### src/hdl/riscv_defs.svh
// RV32I core constants
`ifndef RISCV_DEFS_SVH
`define RISCV_DEFS_SVH

// Register and datapath width
`define XLEN 32

// On-chip memory depths in 32-bit words
`define IMEM_WORDS 256
`define DMEM_WORDS 256

// Output register, decoded on address bit 31 alone
`define IO_ADDR 32'h8000_0000

// ADDI x0,x0,0
`define NOP_INSTR 32'h0000_0013

`endif
### src/hdl/regFile.sv
// Integer register file
`timescale 1ns/100ps
`include "riscv_defs.svh"

module regFile (
   input  logic               clk,
   input  logic               stall,
   input  logic               we,
   input  logic [4:0]         ra1,
   input  logic [4:0]         ra2,
   input  logic [4:0]         wa,
   input  logic [`XLEN-1:0]   wd,
   output logic [`XLEN-1:0]   rd1,
   output logic [`XLEN-1:0]   rd2
);

   logic [`XLEN-1:0] regs [0:31];

   // x0 is never written
   always_ff @(posedge clk)
   begin
      if (we && !stall && (wa != 5'd0))
         regs[wa] <= wd;
   end

   // Same-cycle writes reach X through the W forward instead
   assign rd1 = (ra1 == 5'd0) ? '0 : regs[ra1];
   assign rd2 = (ra2 == 5'd0) ? '0 : regs[ra2];

endmodule

### config.mk
export PLATFORM = sky130hd
export DESIGN_NAME = regFile
export DESIGN_NICKNAME = d
export VERILOG_FILES = /design/src/hdl/regFile.sv
export VERILOG_INCLUDE_DIRS = /design/src /design/src/hdl
export SDC_FILE = /design/constraint.sdc
export NUM_CORES = 1
export LEC_CHECK = 0
export BUFFER_PORTS_ARGS = -buffer_cell sky130_fd_sc_hd__buf_2
export CAP_MARGIN = 10
export CORE_MARGIN = 1.5
export CORE_UTILIZATION = 30
export CTS_BUF_LIST = sky130_fd_sc_hd__clkbuf_16
export DETAILED_ROUTE_END_ITERATION = 8
export GPL_ROUTABILITY_DRIVEN = 1
export SYNTH_ARGS = -nofsm -noshare
export SYNTH_HDL_FRONTEND = slang
export SYNTH_SLANG_ARGS = --single-unit
export TNS_END_PERCENT = 30
### constraint.sdc
create_clock -name clk -period 8 [get_ports clk]
set_clock_uncertainty 0.2 [all_clocks]
set_input_delay 1.2 -clock clk [delete_from_list [all_inputs] [get_ports clk]]
set_output_delay 1.2 -clock clk [all_outputs]
set_load 0.005 [all_outputs]
==> results.md <==
- Clk buf depth: 3
- Cells after synthesis: 2369
- Routed WL per cell: 32.10 µm
- Number of global-route vias before repair: 27030
- Antenna violations before repair: 36
- DIE AREA: 0.1598 mm²
- Worst Tran Pin Value: 1.326 ns
- First-pass DRT Iterations: 5
- Post-CTS Setup Inserts: 0
- Register bit total from synthesis: 1024
- Dpl hpwl: 83150 µm
- Int Power: 0.009424 W
- Main flop type after synthesis: edfxtp_1
- WHS: 0.7904 ns
- Cell variety after synth: 44
- Reg clk slew, reported paths: 0.06 ns
- RSZ-0062 raised after global routing: no
- Cts bufs inserted: 109
- CTS tree: built
- Worst setup EP type: output pin
- DRC: 0
- Worst EP required: 6.60 ns
- Asr flop ratio synth: 0
- Status: complete, no violations
- Overflow after GRT: 0
- EDFF count, synth: 1024
- Tcrit/Tclk final: 0.7642
- Clk pwr share: 0.427
- Commonest non-fill, non-tap cell in the layout: edfxtp_1
- IO Port Bufs: 113
- Leakage: 17.41 nW
- Largest net degree at the start of global routing: 86
- Initial Util: 0.3023
- Biggest regs: regs (1024)
- Net Sw Frac: 0.2257
- Total track usage: 0.1848
- Post-Layout Cell Count: 4678
- WP data arrival: 4.71 ns
- Worst Path Max Fanout: 40
- CTS root buffer: clkbuf_16
- Final Hold Viols: 0
- Cts repair resizes: 0
- Startpoint types: primary input
- Mapped Area: 0.04723 mm²
- Reg with most FFs: regs
- NetSw: 0.002748 W
- DR vias/cell: 5.748
- Post-route ant nets: 0
- Ys Warns: 0
- Nets: 2565
- TNS Setup: 0 ns
- Inst Count DP: 4462
- Aggregate routed wire length: 150100 µm
- Fraction of layout cells with a size suffix above 1: 0.3294
- Die X: 399.8 µm
- Clock tree sinks: 1024
- Slew HR: 0.1094
- Max reg flops: 1024
- Final max-slew violation count: 0
- Via Count: 26888
- HP Class: primary input to flop
- Register area share after synthesis: 0.6511
- Routability Congestion: 0.8043
- Sequential Power Share: 0.491
- Rows: 145
- Die H: 399.8 µm
- Fmax achieved: 163.6 MHz
- Min Tclk post-route: 6.114 ns
- Most frequent cells in the layout: 1024 x edfxtp_1, 418 x mux4_2, 217 x mux2i_1
- IO Pins: 114
- DRT iter0 DRCs: 3652
- Hold_buf cts: 0
- H-tree levels: 3
- Max rail drop VDD: 0.0002092 V
- Core area: 0.1562 mm²
- # setup viols final: 0
- First-pass GRT wire length: 206200 µm
- Area grow syn2layout: 14.84%
- Power Density: 224.4 mW/mm²
- Post-synthesis area per instance: 19.94 µm²
- Combinational share of power: 0.083
- Crit Path Class: primary input to output pin
- Max-Cap Viols: 0
==> cell type report <==
type | count | area [µm²]
Tap cell | 2058 | 2575
Inverter | 28 | 105.1
Clock inverter | 92 | 882.1
Multi-Input combinational cell | 1152 | 15730
Antenna cell | 12 | 30.03
Fill cell | 14419 | 102000
Timing Repair Buffer | 200 | 1368
Clock buffer | 112 | 2803
Sequential cell | 1024 | 30750
==> worst max-delay path, stage by stage <==
cell and delay, ns:
buf_4 0.65, or3b_2 0.81, buf_4 0.34, o22ai_1 0.18
a2111oi_0 0.10, nor3_1 1.10, buf_2 0.28
==> cells in the mapped netlist (3+ instances only) <==
cell       instances  area (µm²)
nor2b_1           14       87.58
a22o_1            67       586.8
a2111oi_0          7       61.31
nor2_1            62       232.7
a221oi_1          27       236.5
a211oi_1          41       307.8
o22ai_1           59       369.1
buf_4             31       232.7
mux4_2           418        9414
buf_6             19       214.0
a21oi_1           26       130.1
a2111oi_2         25       375.4
o221ai_1          31       271.5
buf_1             15       56.30
nor3_1            32       160.2
buf_2             50       250.2
mux2_2             7       78.83
a211o_1           26       227.7
inv_1             28       105.1
or3_1              3       18.77
nand3b_1           6       45.04
mux4_1             4       105.1
nand2_1            5       18.77
mux2_1            20       225.2
clkbuf_1          80       300.3
edfxtp_1        1024       30750
nor4_1             6       37.54
mux2i_1          217        2172
==> power by group through the flow <==
stage | registers [W] | logic (W) | clock network [W]
global route | 0.00598 | 0.00106 | 0.00545
finish | 0.00597 | 0.00101 | 0.00519
floorplan | 0.00608 | 0.000596 | 0
global placement | 0.00609 | 0.000996 | 0
CTS | 0.00597 | 0.00100 | 0.00526
detailed placement | 0.00609 | 0.00100 | 0
==> worst paths after layout <==
check,start,to,slack [ns],cells past startpoint
worst max-delay path,ra2[1],rd2[6],1.89,7
worst min-delay path,wd[28],regs[27][28],0.79,1
==> routing by layer <==
| layer | share of wire | track usage | vias up |
|---|---|---|---|
| met5 | 0.00073 | 0 | - |
| met4 | 0.027 | 0.05235 | 18 |
| met3 | 0.11 | 0.05794 | 286 |
| met2 | 0.45 | 0.2818 | 1500 |
| met1 | 0.41 | 0.2533 | 14425 |
| li1 | - | - | 10659 |
==> through the flow <==
stage / utilization / setup WS (ns) / power [W] / cell area, µm²
after floorplan: - / 3.871 / 0.006676 / 47340
after global placement: 0.3233 / 1.732 / 0.007081 / 50510
after detailed placement: 0.3234 / 1.954 / 0.007089 / 50520
after CTS: 0.3470 / 1.952 / 0.01223 / 54200
after global routing: 0.3471 / 1.926 / 0.01248 / 54220
final: 0.3472 / 1.886 / 0.01217 / 54240
==> cell families after synthesis <==
kind of cell	after synthesis	synth area share
mux	666	0.2540
simple gates	143	0.01518
compound gates	311	0.05471
buf+inv	224	0.02496
other cells	1	0.00007940
flops	1024	0.6511
Power figures use the tool's default switching activity.
