File: src/hdl/riscv_defs.svh
// RV32I core constants
`ifndef RISCV_DEFS_SVH
`define RISCV_DEFS_SVH

// Register and datapath width
`define XLEN 32

// On-chip memory depths in 32-bit words
`define IMEM_WORDS 256
`define DMEM_WORDS 256

// Output register, decoded on address bit 31 alone
`define IO_ADDR 32'h8000_0000

// ADDI x0,x0,0
`define NOP_INSTR 32'h0000_0013

`endif
File: src/hdl/riscvPkg.sv
// RV32I core types
package riscvPkg;

   // Major opcodes, instr[6:0]
   typedef enum logic [6:0] {
      opLui    = 7'b0110111,
      opAuipc  = 7'b0010111,
      opJal    = 7'b1101111,
      opJalr   = 7'b1100111,
      opBranch = 7'b1100011,
      opLoad   = 7'b0000011,
      opStore  = 7'b0100011,
      opImm    = 7'b0010011,
      opReg    = 7'b0110011
   } opcodeT;

   typedef enum logic [3:0] {
      aluAdd   = 4'd0,
      aluSub   = 4'd1,
      aluSll   = 4'd2,
      aluSlt   = 4'd3,
      aluSltu  = 4'd4,
      aluXor   = 4'd5,
      aluSrl   = 4'd6,
      aluSra   = 4'd7,
      aluOr    = 4'd8,
      aluAnd   = 4'd9,
      aluPassB = 4'd10
   } aluOpT;

   // Write-back source
   typedef enum logic [1:0] {wbAlu = 2'd0, wbMem = 2'd1, wbLink = 2'd2} wbSelT;

endpackage

File: src/hdl/executeStage.sv
// Execute stage and X/W pipeline register
`timescale 1ns/100ps
`include "riscv_defs.svh"

module executeStage import riscvPkg::*; (
   input  logic               clk,
   input  logic               rst,
   input  logic               stall,
   input  logic [`XLEN-1:0]   pc,
   input  logic [`XLEN-1:0]   rd1,
   input  logic [`XLEN-1:0]   rd2,
   input  logic [`XLEN-1:0]   wbValue,
   input  logic [4:0]         rs1,
   input  logic [4:0]         rs2,
   input  logic [4:0]         rd,
   input  logic [`XLEN-1:0]   imm,
   input  opcodeT             opcode,
   input  logic [2:0]         funct3,
   input  aluOpT              aluOp,
   input  logic               useImmB,
   input  logic               useZeroA,
   input  logic               usePcA,
   input  logic               regWe,
   input  wbSelT              wbSel,
   input  logic               isBranch,
   input  logic               isJal,
   input  logic               isJalr,
   input  logic               isLoad,
   input  logic               isStore,
   output logic               redirect,
   output logic [`XLEN-1:0]   target,
   output logic               memWe,
   output logic               memRe,
   output logic [`XLEN-1:0]   memAddr,
   output logic [`XLEN-1:0]   memWdata,
   output logic [4:0]         wRd,
   output logic               wRegWe,
   output wbSelT              wWbSel,
   output logic [`XLEN-1:0]   wAluOut,
   output logic [`XLEN-1:0]   wLink,
   output logic               wIsLoad
);

   logic             usesRs1, usesRs2;
   logic             fwdA, fwdB;
   logic [`XLEN-1:0] src1, src2, aluA, aluB, aluResult;
   logic             takeBranch;

   // Only real source operands take the W forward
   assign usesRs1 = !(opcode == opLui || opcode == opAuipc || opcode == opJal);
   assign usesRs2 = (opcode == opReg) || isBranch || isStore;
   assign fwdA    = wRegWe && (wRd == rs1) && usesRs1;
   assign fwdB    = wRegWe && (wRd == rs2) && usesRs2;
   assign src1    = fwdA ? wbValue : rd1;
   assign src2    = fwdB ? wbValue : rd2;

   assign aluA = usePcA ? pc : (useZeroA ? '0 : src1);
   assign aluB = useImmB ? imm : src2;

   aluUnit u_alu (
      .a      (aluA),
      .b      (aluB),
      .op     (aluOp),
      .result (aluResult)
   );

   always_comb
   begin
      case (funct3)
         3'b000:  takeBranch = (src1 == src2);
         3'b001:  takeBranch = (src1 != src2);
         3'b100:  takeBranch = ($signed(src1) < $signed(src2));
         3'b101:  takeBranch = ($signed(src1) >= $signed(src2));
         3'b110:  takeBranch = (src1 < src2);
         3'b111:  takeBranch = (src1 >= src2);
         default: takeBranch = 1'b0;
      endcase
   end

   assign redirect = (isBranch && takeBranch) || isJal || isJalr;
   assign target   = isJalr ? {aluResult[`XLEN-1:1], 1'b0} : pc + imm;

   // Memory strobes leave X and act at the X/W edge
   assign memWe    = isStore;
   assign memRe    = isLoad;
   assign memAddr  = aluResult;
   assign memWdata = src2;

   always_ff @(posedge clk)
   begin
      if (rst)
      begin
         wRd     <= 5'd0;
         wRegWe  <= 1'b0;
         wWbSel  <= wbAlu;
         wIsLoad <= 1'b0;
      end
      else if (!stall)
      begin
         wRd     <= rd;
         wRegWe  <= regWe;
         wWbSel  <= wbSel;
         wIsLoad <= isLoad;
      end
   end

   always_ff @(posedge clk)
   begin
      if (!stall)
      begin
         wAluOut <= aluResult;
         wLink   <= pc + 32'd4;
      end
   end

endmodule

File: src/hdl/aluUnit.sv
// Integer ALU
`timescale 1ns/100ps
`include "riscv_defs.svh"

module aluUnit import riscvPkg::*; (
   input  logic [`XLEN-1:0]   a,
   input  logic [`XLEN-1:0]   b,
   input  aluOpT              op,
   output logic [`XLEN-1:0]   result
);

   logic [4:0] shamt;

   assign shamt = b[4:0];

   always_comb
   begin
      case (op)
         aluAdd:   result = a + b;
         aluSub:   result = a - b;
         aluSll:   result = a << shamt;
         aluSlt:   result = {31'b0, $signed(a) < $signed(b)};
         aluSltu:  result = {31'b0, a < b};
         aluXor:   result = a ^ b;
         aluSrl:   result = a >> shamt;
         aluSra:   result = $signed(a) >>> shamt;
         aluOr:    result = a | b;
         aluAnd:   result = a & b;
         aluPassB: result = b;
         default:  result = '0;
      endcase
   end

endmodule

File: config.mk
export PLATFORM = sky130hd
export DESIGN_NAME = executeStage
export DESIGN_NICKNAME = d
export VERILOG_FILES = /design/src/hdl/riscvPkg.sv /design/src/hdl/executeStage.sv /design/src/hdl/aluUnit.sv
export VERILOG_INCLUDE_DIRS = /design/src /design/src/hdl
export SDC_FILE = /design/constraint.sdc
export NUM_CORES = 1
export LEC_CHECK = 0
export BUFFER_PORTS_ARGS = -buffer_cell sky130_fd_sc_hd__buf_2
export CAP_MARGIN = 20
export CORE_MARGIN = 2
export CORE_UTILIZATION = 52
export CTS_CLUSTER_DIAMETER = 50
export DETAILED_ROUTE_END_ITERATION = 8
export GPL_ROUTABILITY_DRIVEN = 1
export PLACE_DENSITY = 0.88
export SLEW_MARGIN = 20
export SYNTH_ARGS = -nofsm -noshare
export SYNTH_HDL_FRONTEND = slang
export SYNTH_SLANG_ARGS = --single-unit
File: constraint.sdc
create_clock -name clk -period 7.01 [get_ports clk]
set_input_delay 0.701 -clock clk [delete_from_list [all_inputs] [get_ports clk]]
set_output_delay 0.701 -clock clk [all_outputs]
set_load 0.02 [all_outputs]
==> qor.yml <==
sta:
  relSlewSlack: 0.218
  clock_skew_ps: 20.1
  finalCriticalPeriod_ps: 6970
  final-hold-violation-count: 0
  setup_violations: 0
  clock.fmax_ghz: 0.143
  rsz0062_at_grt: "yes"
  period_share: 0.994
  maxSlewViolCount: 0
  worst_slew_pin_slew_ps: 1170
place:
  place_hpwl_mm: 67.2
  placedCellCount: 2935
  port-buffer-count: 374
  gp_congestion: 1.06
clocking:
  cts_max_level: 3
  cts_hold_buf: 0
  cts_buffers: 9
  cts_root_buf: "clkbuf_16"
  clock-sinks: 73
  clock_path_buffers: 2
  path_clk_slew_ps: 70
  cts_tree: "built"
  worstSkewPairLatency_ps: 380
power_and_ir_drop:
  ir_drop_mv: 0.210
  p_leak_nw: 8.95
  power_density_mw_per_mm2: 152
  power_mw: 3.00
logic_synthesis:
  syn_nets: 2579
  synth_area_leaders: "ha_1, edfxtp_1, mux2i_1"
  synth-edff-count: 64
  yosys_warnings: 0
  synth.largest_area_cell: "ha_1"
  syn_area_per_cell_um2: 7.60
  netlist.area_leader.share: 0.121
  netlist_instances: 2211
  synth.distinct_cells: 92
  async_flop_share: 0
  synth_area_mm2: 0.0168
  ys_seq_area_frac: 0.125
  ys_ff_latch: 73
  synth_ff_type: "edfxtp_1"
floorplanning:
  die_h_um: 184
  die_w_um: 184
  num_rows: 65
  start_util: 0.530
  die_area_mm2: 0.0338
  io_pins: 375
  coreArea_mm2: 0.0317
grt:
  grt_pass1_vias: 19778
  grt_antenna_before_repair: 14
  grt_max_degree: 63
  globalRouteOverflowTotal: 0
  grt_pass1_wl_mm: 124
  grt_usage: 0.488
detailed_routing:
  vias_per_cell: 7.10
  totalWireLength_mm: 84.9
  ant_nets: 0
  drtIter0Drc: 3002
  route.detailed.drc: 0
  wl_per_cell_um: 28.6
  drtPass1Iterations: 6
  via_count: 21052
worst_setup_path:
  worstPathArrival_ps: 6270
  worst_setup_path_end_kind: "primary output"
  criticalPathCategory: "input port to primary output"
  critPathLaunchType: "input port"
  cp_max_fo: 16
  crit_required_ps: 6310
cells_and_area:
  instances_no_fill: 2964
  drive_gt1_frac: 0.255
  syn_to_final_growth_pct: 17.4
  nets: 2912
  fillers: 2963
min_path:
  hold_class: "register to register"
status:
  status: "completed"
run:
  maxCapViolCount: 0
==> placed cells by master, fill, tap and decap left out, drive strengths merged, types with 15 or more instances in the layout <==
cell and n:
nand4 26, mux2i 150, xnor2 58, nor3b 29
nor2 185, nand3 35, a211o 15, o22ai 24
o21a 20, o211ai 26, nand2b 32, o21ai 123
mux2 98, a221o 36, nor3 41, edfxtp 64
a31oi 54, nand2 190, xor2 18, ha 162
a21oi 145, a22oi 26, o221ai 22, inv 138
buf 466, a21o 45, a221oi 31, nor2b 21
a211oi 39
==> cell families (layout without fill, tap and decap cells) <==
family	Yosys count	in the layout	synth area share
DFF	73	73	0.125
adders and majority gates	165	165	0.124
muxes	248	248	0.157
buffers and inverters	287	625	0.0702
and+or+nand+nor	635	635	0.182
xor gates and xnor gates	76	76	0.0396
other	0	13	0
AOI/OAI and AO/OA	727	727	0.302
==> per-layer routing <==
metal,wire (um),part of all wire,vias up,GRT usage
li1,-,-,9022,-
met1,31100,0.37,9837,0.589
met2,35800,0.42,1757,0.747
met3,11000,0.13,434,0.141
met4,7010,0.083,2,0.336
met5,18,0.00021,-,0
==> synthesized netlist by cell type (29+ instances only) <==
cell type,count
nor2_1,185
mux2_2,98
clkbuf_1,94
nand2b_1,32
a211oi_1,39
nand2_1,190
nand3_1,35
o21ai_0,117
inv_1,129
edfxtp_1,64
nor3_1,40
a21oi_1,145
xnor2_1,58
a31oi_1,53
a221o_1,35
a221oi_1,30
nor3b_1,29
a21o_1,45
ha_1,162
mux2i_1,144
==> power breakdown <==
part	leakage, nW	switching (mW)	internal [mW]
clock network	0.142	0.213	0.261
registers	0.697	0.0151	0.532
logic	8.11	1.30	0.681
==> cell type report <==
| cell class | count | area (um^2) | share of cell area |
|---|---|---|---|
| antenna | 13 | 32.5 | 0.00165 |
| clock buffer | 12 | 258 | 0.0131 |
| clock inverter | 4 | 25.0 | 0.00127 |
| inverter | 143 | 542 | 0.0274 |
| multi-input combinational | 1851 | 13700 | 0.693 |
| sequential | 73 | 2100 | 0.106 |
| tap | 402 | 503 | 0.0255 |
| timing repair buffer | 466 | 2590 | 0.131 |
==> through the flow <==
stage / utilization / setup WS, ps / area, um^2 / setup TNS (ps) / hold WS [ps]
after floorplan: - / 31.8 / 16800 / 0 / 590
after global placement: 0.610 / -53.2 / 19300 / -53.2 / 472
after detailed placement: 0.610 / -123 / 19300 / -341 / 496
after CTS: 0.619 / 44.6 / 19600 / 0 / 512
after global routing: 0.622 / -51.7 / 19700 / -52.5 / 563
final: 0.622 / 41.1 / 19700 / 0 / 515
==> final timing paths <==
kind,startpoint,to,slack (ps),cells after the start
setup / recovery,opcode[3],memAddr[0],40,22
hold / removal,wIsLoad$_SDFFE_PP0N_,wIsLoad$_SDFFE_PP0N_,510,2
hold reg to reg,wIsLoad$_SDFFE_PP0N_,wIsLoad$_SDFFE_PP0N_,510,2
setup reg to reg,wRd[4]$_SDFFE_PP0N_,wAluOut[0]$_DFFE_PN_,1240,20
==> sequential cells by signal, summed over array words and instances, names as in the netlist <==
register,count
wRegWe,1
wRd,5
wLink,32
wAluOut,32
wWbSel,2
wIsLoad,1
==> timing repair <==
item / in CTS / in global routing
resized for setup: 4 / 18
pin swaps: 0 / 1
setup endpoints to repair: 6 / 11
hold endpoints to repair: 0 / 0
setup buffers: 0 / 0
==> critical path: stages <==
cell,delay [ps]
buf_2,110
or3b_1,430
o21a_2,300
nor3_4,240
buf_12,200
mux2_2,390
mux2_2,330
ha_1,330
nor2b_1,70
or4_1,400
nor2_1,170
o41ai_1,110
buf_4,170
a41oi_1,450
a21oi_1,150
buf_4,180
o21ai_0,150
a21bo_2,170
a21oi_1,90
or4b_2,750
o211ai_1,170
buf_2,200
No activity file was read; power rests on OpenSTA's default activity.
