File: src/hdl/riscv_defs.svh
// RV32I core constants
`ifndef RISCV_DEFS_SVH
`define RISCV_DEFS_SVH

// Register and datapath width
`define XLEN 32

// On-chip memory depths in 32-bit words
`define IMEM_WORDS 256
`define DMEM_WORDS 256

// Output register, decoded on address bit 31 alone
`define IO_ADDR 32'h8000_0000

// ADDI x0,x0,0
`define NOP_INSTR 32'h0000_0013

`endif
File: src/hdl/riscvPkg.sv
// RV32I core types
package riscvPkg;

   // Major opcodes, instr[6:0]
   typedef enum logic [6:0] {
      opLui    = 7'b0110111,
      opAuipc  = 7'b0010111,
      opJal    = 7'b1101111,
      opJalr   = 7'b1100111,
      opBranch = 7'b1100011,
      opLoad   = 7'b0000011,
      opStore  = 7'b0100011,
      opImm    = 7'b0010011,
      opReg    = 7'b0110011
   } opcodeT;

   typedef enum logic [3:0] {
      aluAdd   = 4'd0,
      aluSub   = 4'd1,
      aluSll   = 4'd2,
      aluSlt   = 4'd3,
      aluSltu  = 4'd4,
      aluXor   = 4'd5,
      aluSrl   = 4'd6,
      aluSra   = 4'd7,
      aluOr    = 4'd8,
      aluAnd   = 4'd9,
      aluPassB = 4'd10
   } aluOpT;

   // Write-back source
   typedef enum logic [1:0] {wbAlu = 2'd0, wbMem = 2'd1, wbLink = 2'd2} wbSelT;

endpackage

File: src/hdl/decodeControl.sv
// Instruction decode and control
`timescale 1ns/100ps
`include "riscv_defs.svh"

module decodeControl import riscvPkg::*; (
   input  logic [`XLEN-1:0]   instr,
   output logic [4:0]         rs1,
   output logic [4:0]         rs2,
   output logic [4:0]         rd,
   output logic [`XLEN-1:0]   imm,
   output opcodeT             opcode,
   output logic [2:0]         funct3,
   output aluOpT              aluOp,
   output logic               useImmB,
   output logic               useZeroA,
   output logic               usePcA,
   output logic               regWe,
   output wbSelT              wbSel,
   output logic               isBranch,
   output logic               isJal,
   output logic               isJalr,
   output logic               isLoad,
   output logic               isStore
);

   logic [`XLEN-1:0] immI, immS, immBr, immU, immJ;
   logic             altOp;
   logic             writesRd;

   assign opcode = opcodeT'(instr[6:0]);
   assign rd     = instr[11:7];
   assign funct3 = instr[14:12];
   assign rs1    = instr[19:15];
   assign rs2    = instr[24:20];
   // funct7 bit 5 picks SUB and SRA
   assign altOp  = instr[30];

   assign immI  = {{20{instr[31]}}, instr[31:20]};
   assign immS  = {{20{instr[31]}}, instr[31:25], instr[11:7]};
   assign immBr = {{19{instr[31]}}, instr[31], instr[7], instr[30:25], instr[11:8], 1'b0};
   assign immU  = {instr[31:12], 12'b0};
   assign immJ  = {{11{instr[31]}}, instr[31], instr[19:12], instr[20], instr[30:21], 1'b0};

   always_comb
   begin
      imm      = immI;
      aluOp    = aluAdd;
      useImmB  = 1'b0;
      useZeroA = 1'b0;
      usePcA   = 1'b0;
      writesRd = 1'b0;
      wbSel    = wbAlu;
      isBranch = 1'b0;
      isJal    = 1'b0;
      isJalr   = 1'b0;
      isLoad   = 1'b0;
      isStore  = 1'b0;
      case (opcode)
         opLui:
         begin
            imm      = immU;
            useImmB  = 1'b1;
            useZeroA = 1'b1;
            writesRd = 1'b1;
         end
         opAuipc:
         begin
            imm      = immU;
            useImmB  = 1'b1;
            usePcA   = 1'b1;
            writesRd = 1'b1;
         end
         opJal:
         begin
            imm      = immJ;
            isJal    = 1'b1;
            writesRd = 1'b1;
            wbSel    = wbLink;
         end
         opJalr:
         begin
            // ALU forms rs1 + imm for the target
            useImmB  = 1'b1;
            isJalr   = 1'b1;
            writesRd = 1'b1;
            wbSel    = wbLink;
         end
         opBranch:
         begin
            imm      = immBr;
            aluOp    = aluSub;
            isBranch = 1'b1;
         end
         opLoad:
         begin
            useImmB  = 1'b1;
            isLoad   = 1'b1;
            writesRd = 1'b1;
            wbSel    = wbMem;
         end
         opStore:
         begin
            imm     = immS;
            useImmB = 1'b1;
            isStore = 1'b1;
         end
         opImm, opReg:
         begin
            useImmB  = (opcode == opImm);
            writesRd = 1'b1;
            case (funct3)
               3'b000:  aluOp = (opcode == opReg && altOp) ? aluSub : aluAdd;
               3'b001:  aluOp = aluSll;
               3'b010:  aluOp = aluSlt;
               3'b011:  aluOp = aluSltu;
               3'b100:  aluOp = aluXor;
               3'b101:  aluOp = altOp ? aluSra : aluSrl;
               3'b110:  aluOp = aluOr;
               default: aluOp = aluAnd;
            endcase
         end
         // Anything else runs as a no-op
         default: writesRd = 1'b0;
      endcase
      regWe = writesRd && (rd != 5'd0);
   end

endmodule

File: config.mk
export PLATFORM = sky130hd
export DESIGN_NAME = decodeControl
export DESIGN_NICKNAME = d
export VERILOG_FILES = /design/src/hdl/riscvPkg.sv /design/src/hdl/decodeControl.sv
export VERILOG_INCLUDE_DIRS = /design/src /design/src/hdl
export SDC_FILE = /design/constraint.sdc
export NUM_CORES = 1
export LEC_CHECK = 0
export BUFFER_PORTS_ARGS = -buffer_cell sky130_fd_sc_hd__buf_2
export CAP_MARGIN = 20
export CORE_MARGIN = 3
export CORE_UTILIZATION = 37
export DETAILED_ROUTE_END_ITERATION = 12
export GPL_TIMING_DRIVEN = 0
export PLACE_DENSITY = 0.9
export SLEW_MARGIN = 5
export SYNTH_ARGS = -nofsm -noshare
export SYNTH_HDL_FRONTEND = slang
export SYNTH_SLANG_ARGS = --single-unit
File: constraint.sdc
create_clock -name vclk -period 1.7
set_input_delay 0.085 -clock vclk [all_inputs]
set_output_delay 0.085 -clock vclk [all_outputs]
set_load 0.005 [all_outputs]
==> flow_metrics.env, run 1 <==
export IMPL_setup_worst_path_class="primary input to output pin"
export IMPL_whs_endpoint="opcode[2]"
export IMPL_cts_resized=0
export IMPL_place_ws_ns=0.0842
export IMPL_fin_area_um2=1390
export IMPL_cp_common_cell="buf_2"
export IMPL_postCtsHoldBufs=0
export IMPL_dpl_instance_area_um2=1390
export IMPL_hold_viol=0
export IMPL_port_buffers=102
export IMPL_floorplan_initialDensity=0.411
export IMPL_gpl_final_weighted_congestion=0.774
export IMPL_p_leak_uw=0.000823
export IMPL_antenna_cells=0
export IMPL_rsz0062_at_grt="false"
export IMPL_post_synth_cell_area_avg_um2=7.31
export IMPL_drc=0
export IMPL_synth_largest_area_cell="buf_4"
export IMPL_grt_met1_usage=0.247
export IMPL_hp_start="instr[2]"
export IMPL_worst_slack_ns=0.0959
export IMPL_final_nets=252
export IMPL_first_iter_violations=25
export IMPL_synth_cells=116
export IMPL_worst_slew_pin_slew_ns=0.396
export IMPL_dpl_hpwl_um=2520
export IMPL_drv_slew=0
export IMPL_fmax_mhz=623
export IMPL_synth_area_leaders="buf_4 (25%), a21o_1 (11%), mux2_2 (11%)"
export IMPL_status="finished clean"
export IMPL_fillCellCount=211
export IMPL_post_cts_buffers=0
export IMPL_seq_cells=0
export IMPL_slowest_delay_ns=0.45
export IMPL_finalSetupTns_ns=0
export IMPL_die_area_um2=2900
export IMPL_setup_viol=0
export IMPL_required_ns=1.62
export IMPL_post_drt_wl_per_cell_um=12.0
export IMPL_slew_headroom=0.736
export IMPL_grt_first_pass_wirelength_um=4280
export IMPL_ys_seq_area_frac=0
export IMPL_drive_gt1_frac=0.688
export IMPL_slowest_stage="or3b_4"
export IMPL_finalWirelength_um=2950
export IMPL_die_w_um=53.9
export IMPL_vias=1195
export IMPL_ys_warn_count=0
export IMPL_die_y_um=53.9
export IMPL_clkbuf_count=0
export IMPL_period_share=0.944
export IMPL_met2_usage=0.355
export IMPL_core_um2=2060
export IMPL_grt_max_degree=11
export IMPL_drv_cap=0
export IMPL_hp_class="primary input to output pin"
export IMPL_peakVddDrop_mv=0.118
export IMPL_worstHoldPathCells=2
export IMPL_power_uw=293
export IMPL_grt_use_total=0.187
export IMPL_dr_pass1_iters=4
export IMPL_synth_fp_nets=148
export IMPL_via_per_inst=4.88
export IMPL_path_max_fanout=10
export IMPL_critPathArrivalTime_ns=1.52
export IMPL_io_pin_count=104
export IMPL_power_density_nw_per_um2=211
export IMPL_grt_ovfl_total=0
export IMPL_drtAntennaViolNets=0
export IMPL_post_synth_top_count_cell="buf_4"
export IMPL_antenna_found_initial=0
export IMPL_globalRouteMet3Util=0
export IMPL_synth_area_um2=848
export IMPL_area_growth_pct=64.2
export IMPL_ys_types=39
export IMPL_busiest_layer="met2"
export IMPL_yosysTopAreaCellShare=0.248
export IMPL_seq_area_um2=0
export IMPL_worstSetupStartpointType="primary input"
export IMPL_crit_path_cell_trace="buf_2 -> or3b_4 -> a21oi_4 -> mux2_2 -> buf_2"
export IMPL_ys_top_cells_by_count="buf_4 (28), a21o_1 (12), mux2_2 (8), nor2b_1 (7), nor3_1 (6)"
export IMPL_min_period_ns=1.60
export IMPL_worstSetupEndpointType="output pin"
export IMPL_grt_pass1_vias=975
export IMPL_placementRows=16
## how the worst max path moves through the flow
stage                     startpoint       to  slack (ns)  depth (start not counted)
after floorplan             instr[2]  imm[12]        0.47                          4
after global placement      instr[3]  imm[18]        0.10                          5
after detailed placement    instr[3]  imm[16]        0.08                          5
after CTS                   instr[3]  imm[16]        0.08                          5
after global routing        instr[3]  imm[16]        0.04                          5
final                       instr[3]  imm[16]         0.1                          5
## critical path, delay by kind of cell
kind / cells / cell delay, ns
buffers and inverters: 2 / 0.28
muxes: 1 / 0.38
AOI/OAI and AO/OA: 1 / 0.33
and+or+nand+nor: 1 / 0.45
## cells by family (layout without fill, tap and decap cells)
| group | Yosys count | after routing | synth area share |
|---|---|---|---|
| and+or+nand+nor | 40 | 40 | 0.305 |
| buffers and inverters | 35 | 137 | 0.292 |
| AOI/OAI and AO/OA | 33 | 33 | 0.296 |
| muxes | 8 | 8 | 0.106 |
## metal layers
layer	wire, µm	vias up
met5	0	-
met4	0	0
met3	263	0
met2	1520	52
met1	1170	539
li1	-	604
## where the power goes
part / switching, µW / internal, µW
registers: 0 / 0
logic: 128 / 166
clock network: 0 / 0
total: 128 / 166
## cell type report
class | count | area (µm²) | area share
inverters | 1 | 3.75 | 0.00270
repair buffers | 102 | 510 | 0.367
well taps | 27 | 33.8 | 0.0243
plain buffers | 34 | 244 | 0.175
multi-input cells | 81 | 601 | 0.431
## per-stage QoR
step           std cells  hold WS, ns  utilization
2_1_floorplan        116        0.206            -
6_report             245        0.336        0.675
3_3_place_gp         245        0.337        0.675
3_5_place_dp         245        0.337        0.675
4_1_cts              245        0.337        0.675
5_1_grt              245        0.346        0.675
## placed cells by master (no fill, tap or decap), drive strengths merged, types with 2 or more instances in the layout
master / netlist / layout
nand3b: 4 / 4
and2: 2 / 2
nor3: 6 / 6
nor2: 6 / 6
a21oi: 5 / 5
a21o: 12 / 12
o21ai: 3 / 3
nor3b: 2 / 2
nor4: 2 / 2
nor2b: 7 / 7
or3b: 2 / 2
mux2: 8 / 8
nand2b: 2 / 2
buf: 32 / 134
a22o: 4 / 4
No activity file was read; power rests on OpenSTA's default activity.
==> run 2, diff against run 1 <==
--- a/config.mk
+++ b/config.mk
@@ -12,6 +12,7 @@
 export CORE_UTILIZATION = 37
 export DETAILED_ROUTE_END_ITERATION = 12
 export GPL_TIMING_DRIVEN = 0
+export MAX_ROUTING_LAYER = met4
 export PLACE_DENSITY = 0.9
 export SLEW_MARGIN = 5
 export SYNTH_ARGS = -nofsm -noshare
==> flow_metrics.env, run 2 (same netlist as run 1, synthesis figures left out) <==
export IMPL_finalWirelength_um=2970
export IMPL_hp_class="primary input to output pin"
export IMPL_first_iter_violations=19
export IMPL_placementRows=16
export IMPL_post_drt_wl_per_cell_um=12.1
export IMPL_final_nets=252
export IMPL_drive_gt1_frac=0.688
export IMPL_rsz0062_at_grt="false"
export IMPL_crit_path_cell_trace="buf_2 -> or3b_4 -> a21oi_4 -> mux2_2 -> buf_2"
export IMPL_dpl_hpwl_um=2520
export IMPL_worstSetupEndpointType="output pin"
export IMPL_slowest_stage="or3b_4"
export IMPL_post_cts_buffers=0
export IMPL_min_period_ns=1.61
export IMPL_die_y_um=53.9
export IMPL_core_um2=2060
export IMPL_final_cell_mix="buf_2 (106), buf_4 (28), a21o_1 (12)"
export IMPL_via_per_inst=4.91
export IMPL_antenna_cells=0
export IMPL_vias=1204
export IMPL_drv_cap=0
export IMPL_worst_slew_pin_slew_ns=0.397
export IMPL_setup_worst_path_class="primary input to output pin"
export IMPL_p_leak_uw=0.000823
export IMPL_grt_ovfl_total=0
export IMPL_drtAntennaViolNets=0
export IMPL_clkbuf_count=0
export IMPL_peakVddDrop_mv=0.118
export IMPL_critPathArrivalTime_ns=1.52
export IMPL_gpl_final_weighted_congestion=0.784
export IMPL_hold_viol=0
export IMPL_cts_resized=0
export IMPL_area_growth_pct=64.2
export IMPL_floorplan_initialDensity=0.411
export IMPL_fmax_mhz=622
export IMPL_antenna_found_initial=0
export IMPL_seq_cells=0
export IMPL_slew_headroom=0.736
export IMPL_io_pin_count=104
export IMPL_fillCellCount=211
export IMPL_grt_pass1_vias=972
export IMPL_dr_pass1_iters=4
export IMPL_grt_first_pass_wirelength_um=4280
export IMPL_drv_slew=0
export IMPL_slowest_delay_ns=0.45
export IMPL_period_share=0.946
export IMPL_worstSetupStartpointType="primary input"
export IMPL_required_ns=1.62
export IMPL_grt_use_total=0.192
export IMPL_power_density_nw_per_um2=211
export IMPL_postCtsHoldBufs=0
export IMPL_holdWs_ns=0.336
export IMPL_final_common_cell="buf_2"
export IMPL_drc=0
export IMPL_port_buffers=102
export IMPL_finalSetupTns_ns=0
export IMPL_setup_viol=0
export IMPL_seq_area_um2=0
export IMPL_grt_max_degree=11
export IMPL_die_area_um2=2900
export IMPL_status="finished clean"
export IMPL_die_w_um=53.9
export IMPL_cp_common_cell="buf_2"
export IMPL_path_max_fanout=10
[run 2: worst paths after layout]
kind  startpoint         to  slack [ns]  depth (start not counted)
min     instr[2]  opcode[2]        0.34                          2
max     instr[3]    imm[16]        0.09                          5
[run 2: cell type report]
type | count | area [µm²] | share of cell area
buffer | 34 | 244 | 0.175
inverter | 1 | 3.75 | 0.00270
multi-input combinational | 81 | 601 | 0.431
tap | 27 | 33.8 | 0.0243
timing repair buffer | 102 | 510 | 0.367
[run 2: routing by layer]
layer	GRT usage	part of all wire	vias up
met1	0.247	0.39	546
li1	-	-	605
met5	-	0	-
met3	0	0.089	0
met4	0	0	0
met2	0.355	0.52	53
[run 2: metrics by stage]
stage / util / cell area (µm²) / setup WS (ns) / total power, µW / std cells
2_1_floorplan: - / 848 / 0.466 / 153 / 116
3_3_place_gp: 0.675 / 1390 / 0.102 / 291 / 245
3_5_place_dp: 0.675 / 1390 / 0.0842 / 295 / 245
4_1_cts: 0.675 / 1390 / 0.0817 / 296 / 245
5_1_grt: 0.675 / 1390 / 0.0402 / 324 / 245
6_report: 0.675 / 1390 / 0.0922 / 293 / 245
[run 2: where the power goes]
group	internal (µW)	leakage, µW	total, µW	switching [µW]
registers	0	0	0	0
clock network	0	0	0	0
logic	166	0.000823	293	128
total	166	0.000823	293	128
[run 2: critical path, delay by kind of cell]
family	cells	cell delay, ns
simple gates	1	0.45
compound gates	1	0.33
buf+inv	2	0.28
mux	1	0.38
==> run 3, diff against run 2 <==
--- a/config.mk
+++ b/config.mk
@@ -8,12 +8,13 @@
 export LEC_CHECK = 0
 export BUFFER_PORTS_ARGS = -buffer_cell sky130_fd_sc_hd__buf_2
 export CAP_MARGIN = 20
+export CORE_ASPECT_RATIO = 0.5
 export CORE_MARGIN = 3
-export CORE_UTILIZATION = 37
+export CORE_UTILIZATION = 30
 export DETAILED_ROUTE_END_ITERATION = 12
 export GPL_TIMING_DRIVEN = 0
 export MAX_ROUTING_LAYER = met4
-export PLACE_DENSITY = 0.9
+export PLACE_DENSITY = 0.75
 export SLEW_MARGIN = 5
 export SYNTH_ARGS = -nofsm -noshare
 export SYNTH_HDL_FRONTEND = slang
==> flow_metrics.env, run 3 (same netlist as run 1, synthesis figures left out) <==
export IMPL_fin_cells=253
export IMPL_fin_area_um2=1400
export IMPL_period_share=0.954
export IMPL_whs_endpoint="opcode[2]"
export IMPL_grt_pass1_vias=1026
export IMPL_seq_cells=0
export IMPL_dr_pass1_iters=4
export IMPL_dp_cells=253
export IMPL_slowest_stage="or3b_4"
export IMPL_fmax_mhz=617
export IMPL_status="finished clean"
export IMPL_grt_use_total=0.167
export IMPL_antenna_cells=0
export IMPL_worst_slew_pin_slew_ns=0.391
export IMPL_core_um2=2450
export IMPL_final_nets=252
export IMPL_setup_viol=0
export IMPL_globalRouteMet3Util=0
export IMPL_rsz0062_at_grt="false"
export IMPL_gpl_final_weighted_congestion=0.774
export IMPL_worstSetupStartpointType="primary input"
export IMPL_via_per_inst=4.68
export IMPL_path_max_fanout=10
export IMPL_busiest_layer="met2"
export IMPL_drv_slew=0
export IMPL_required_ns=1.62
export IMPL_peakVddDrop_mv=0.108
export IMPL_first_iter_violations=60
export IMPL_setup_worst_path_class="primary input to output pin"
export IMPL_grt_first_pass_wirelength_um=4840
export IMPL_finalWirelength_um=3100
export IMPL_crit_path_cell_trace="buf_2 -> or3b_4 -> a21oi_4 -> mux2_2 -> buf_2"
export IMPL_p_leak_uw=0.000823
export IMPL_drc=0
export IMPL_cts_resized=0
export IMPL_worstHoldPathCells=2
export IMPL_post_drt_wl_per_cell_um=12.2
export IMPL_power_density_nw_per_um2=210
export IMPL_die_y_um=43.6
export IMPL_met2_usage=0.339
export IMPL_holdWs_ns=0.341
export IMPL_post_cts_buffers=0
export IMPL_final_common_cell="buf_2"
export IMPL_placementRows=12
export IMPL_final_cell_mix="buf_2 (106), buf_4 (28), a21o_1 (12)"
export IMPL_drtAntennaViolNets=0
export IMPL_crit_family="simple AND/OR/NAND/NOR gates"
export IMPL_hp_class="primary input to output pin"
export IMPL_finalSetupTns_ns=0
export IMPL_worstSetupEndpointType="output pin"
export IMPL_die_area_um2=3540
export IMPL_area_growth_pct=65.3
export IMPL_dpl_hpwl_um=2670
export IMPL_critPathArrivalTime_ns=1.54
export IMPL_io_pin_count=104
export IMPL_clkbuf_count=0
export IMPL_grt_met1_usage=0.196
export IMPL_floorplan_initialDensity=0.347
export IMPL_slowest_delay_ns=0.46
export IMPL_drive_gt1_frac=0.688
export IMPL_power_uw=295
export IMPL_die_w_um=81.2
export IMPL_grt_max_degree=11
export IMPL_drv_cap=0
export IMPL_postCtsHoldBufs=0
export IMPL_min_period_ns=1.62
export IMPL_slew_headroom=0.739
export IMPL_port_buffers=102
export IMPL_path_buf_inv=2
export IMPL_hold_viol=0
export IMPL_dpl_instance_area_um2=1400
export IMPL_vias=1185
export IMPL_antenna_found_initial=0
export IMPL_cp_common_cell="buf_2"
export IMPL_seq_area_um2=0
export IMPL_hp_start="instr[2]"
export IMPL_grt_ovfl_total=0
run 3: cell counts in the layout (fill, tap and decap cells not counted):
Identical to the previous run, type by type.
run 3: report_power, final:
group | leakage, µW | internal, µW | switching, µW
registers | 0 | 0 | 0
clock network | 0 | 0 | 0
logic | 0.000823 | 166 | 129
run 3: cell type report:
cell class                 instances  area (µm²)
inverter                           1        3.75
tap                               35        43.8
buffer                            34         244
fill                             239        1040
multi-input combinational         81         601
timing repair buffer             102         510
run 3: worst max path at each step:
stage	startpoint	endpoint	cells past startpoint
finish	instr[3]	imm[14]	5
global route	instr[3]	imm[14]	5
CTS	instr[3]	imm[14]	5
detailed placement	instr[3]	imm[14]	5
global placement	instr[3]	imm[15]	5
floorplan	instr[2]	imm[12]	4
run 3: layer usage:
metal  wire, µm  share of wire
met1       1270           0.41
met2       1680           0.54
met3        149          0.048
met4          0              0
met5          0              0
run 3: through the flow:
stage / setup WS (ns) / util
after floorplan: 0.466 / -
after global placement: 0.113 / 0.573
after detailed placement: 0.0758 / 0.573
after CTS: 0.0755 / 0.573
after global routing: 0.00780 / 0.573
final: 0.0787 / 0.573
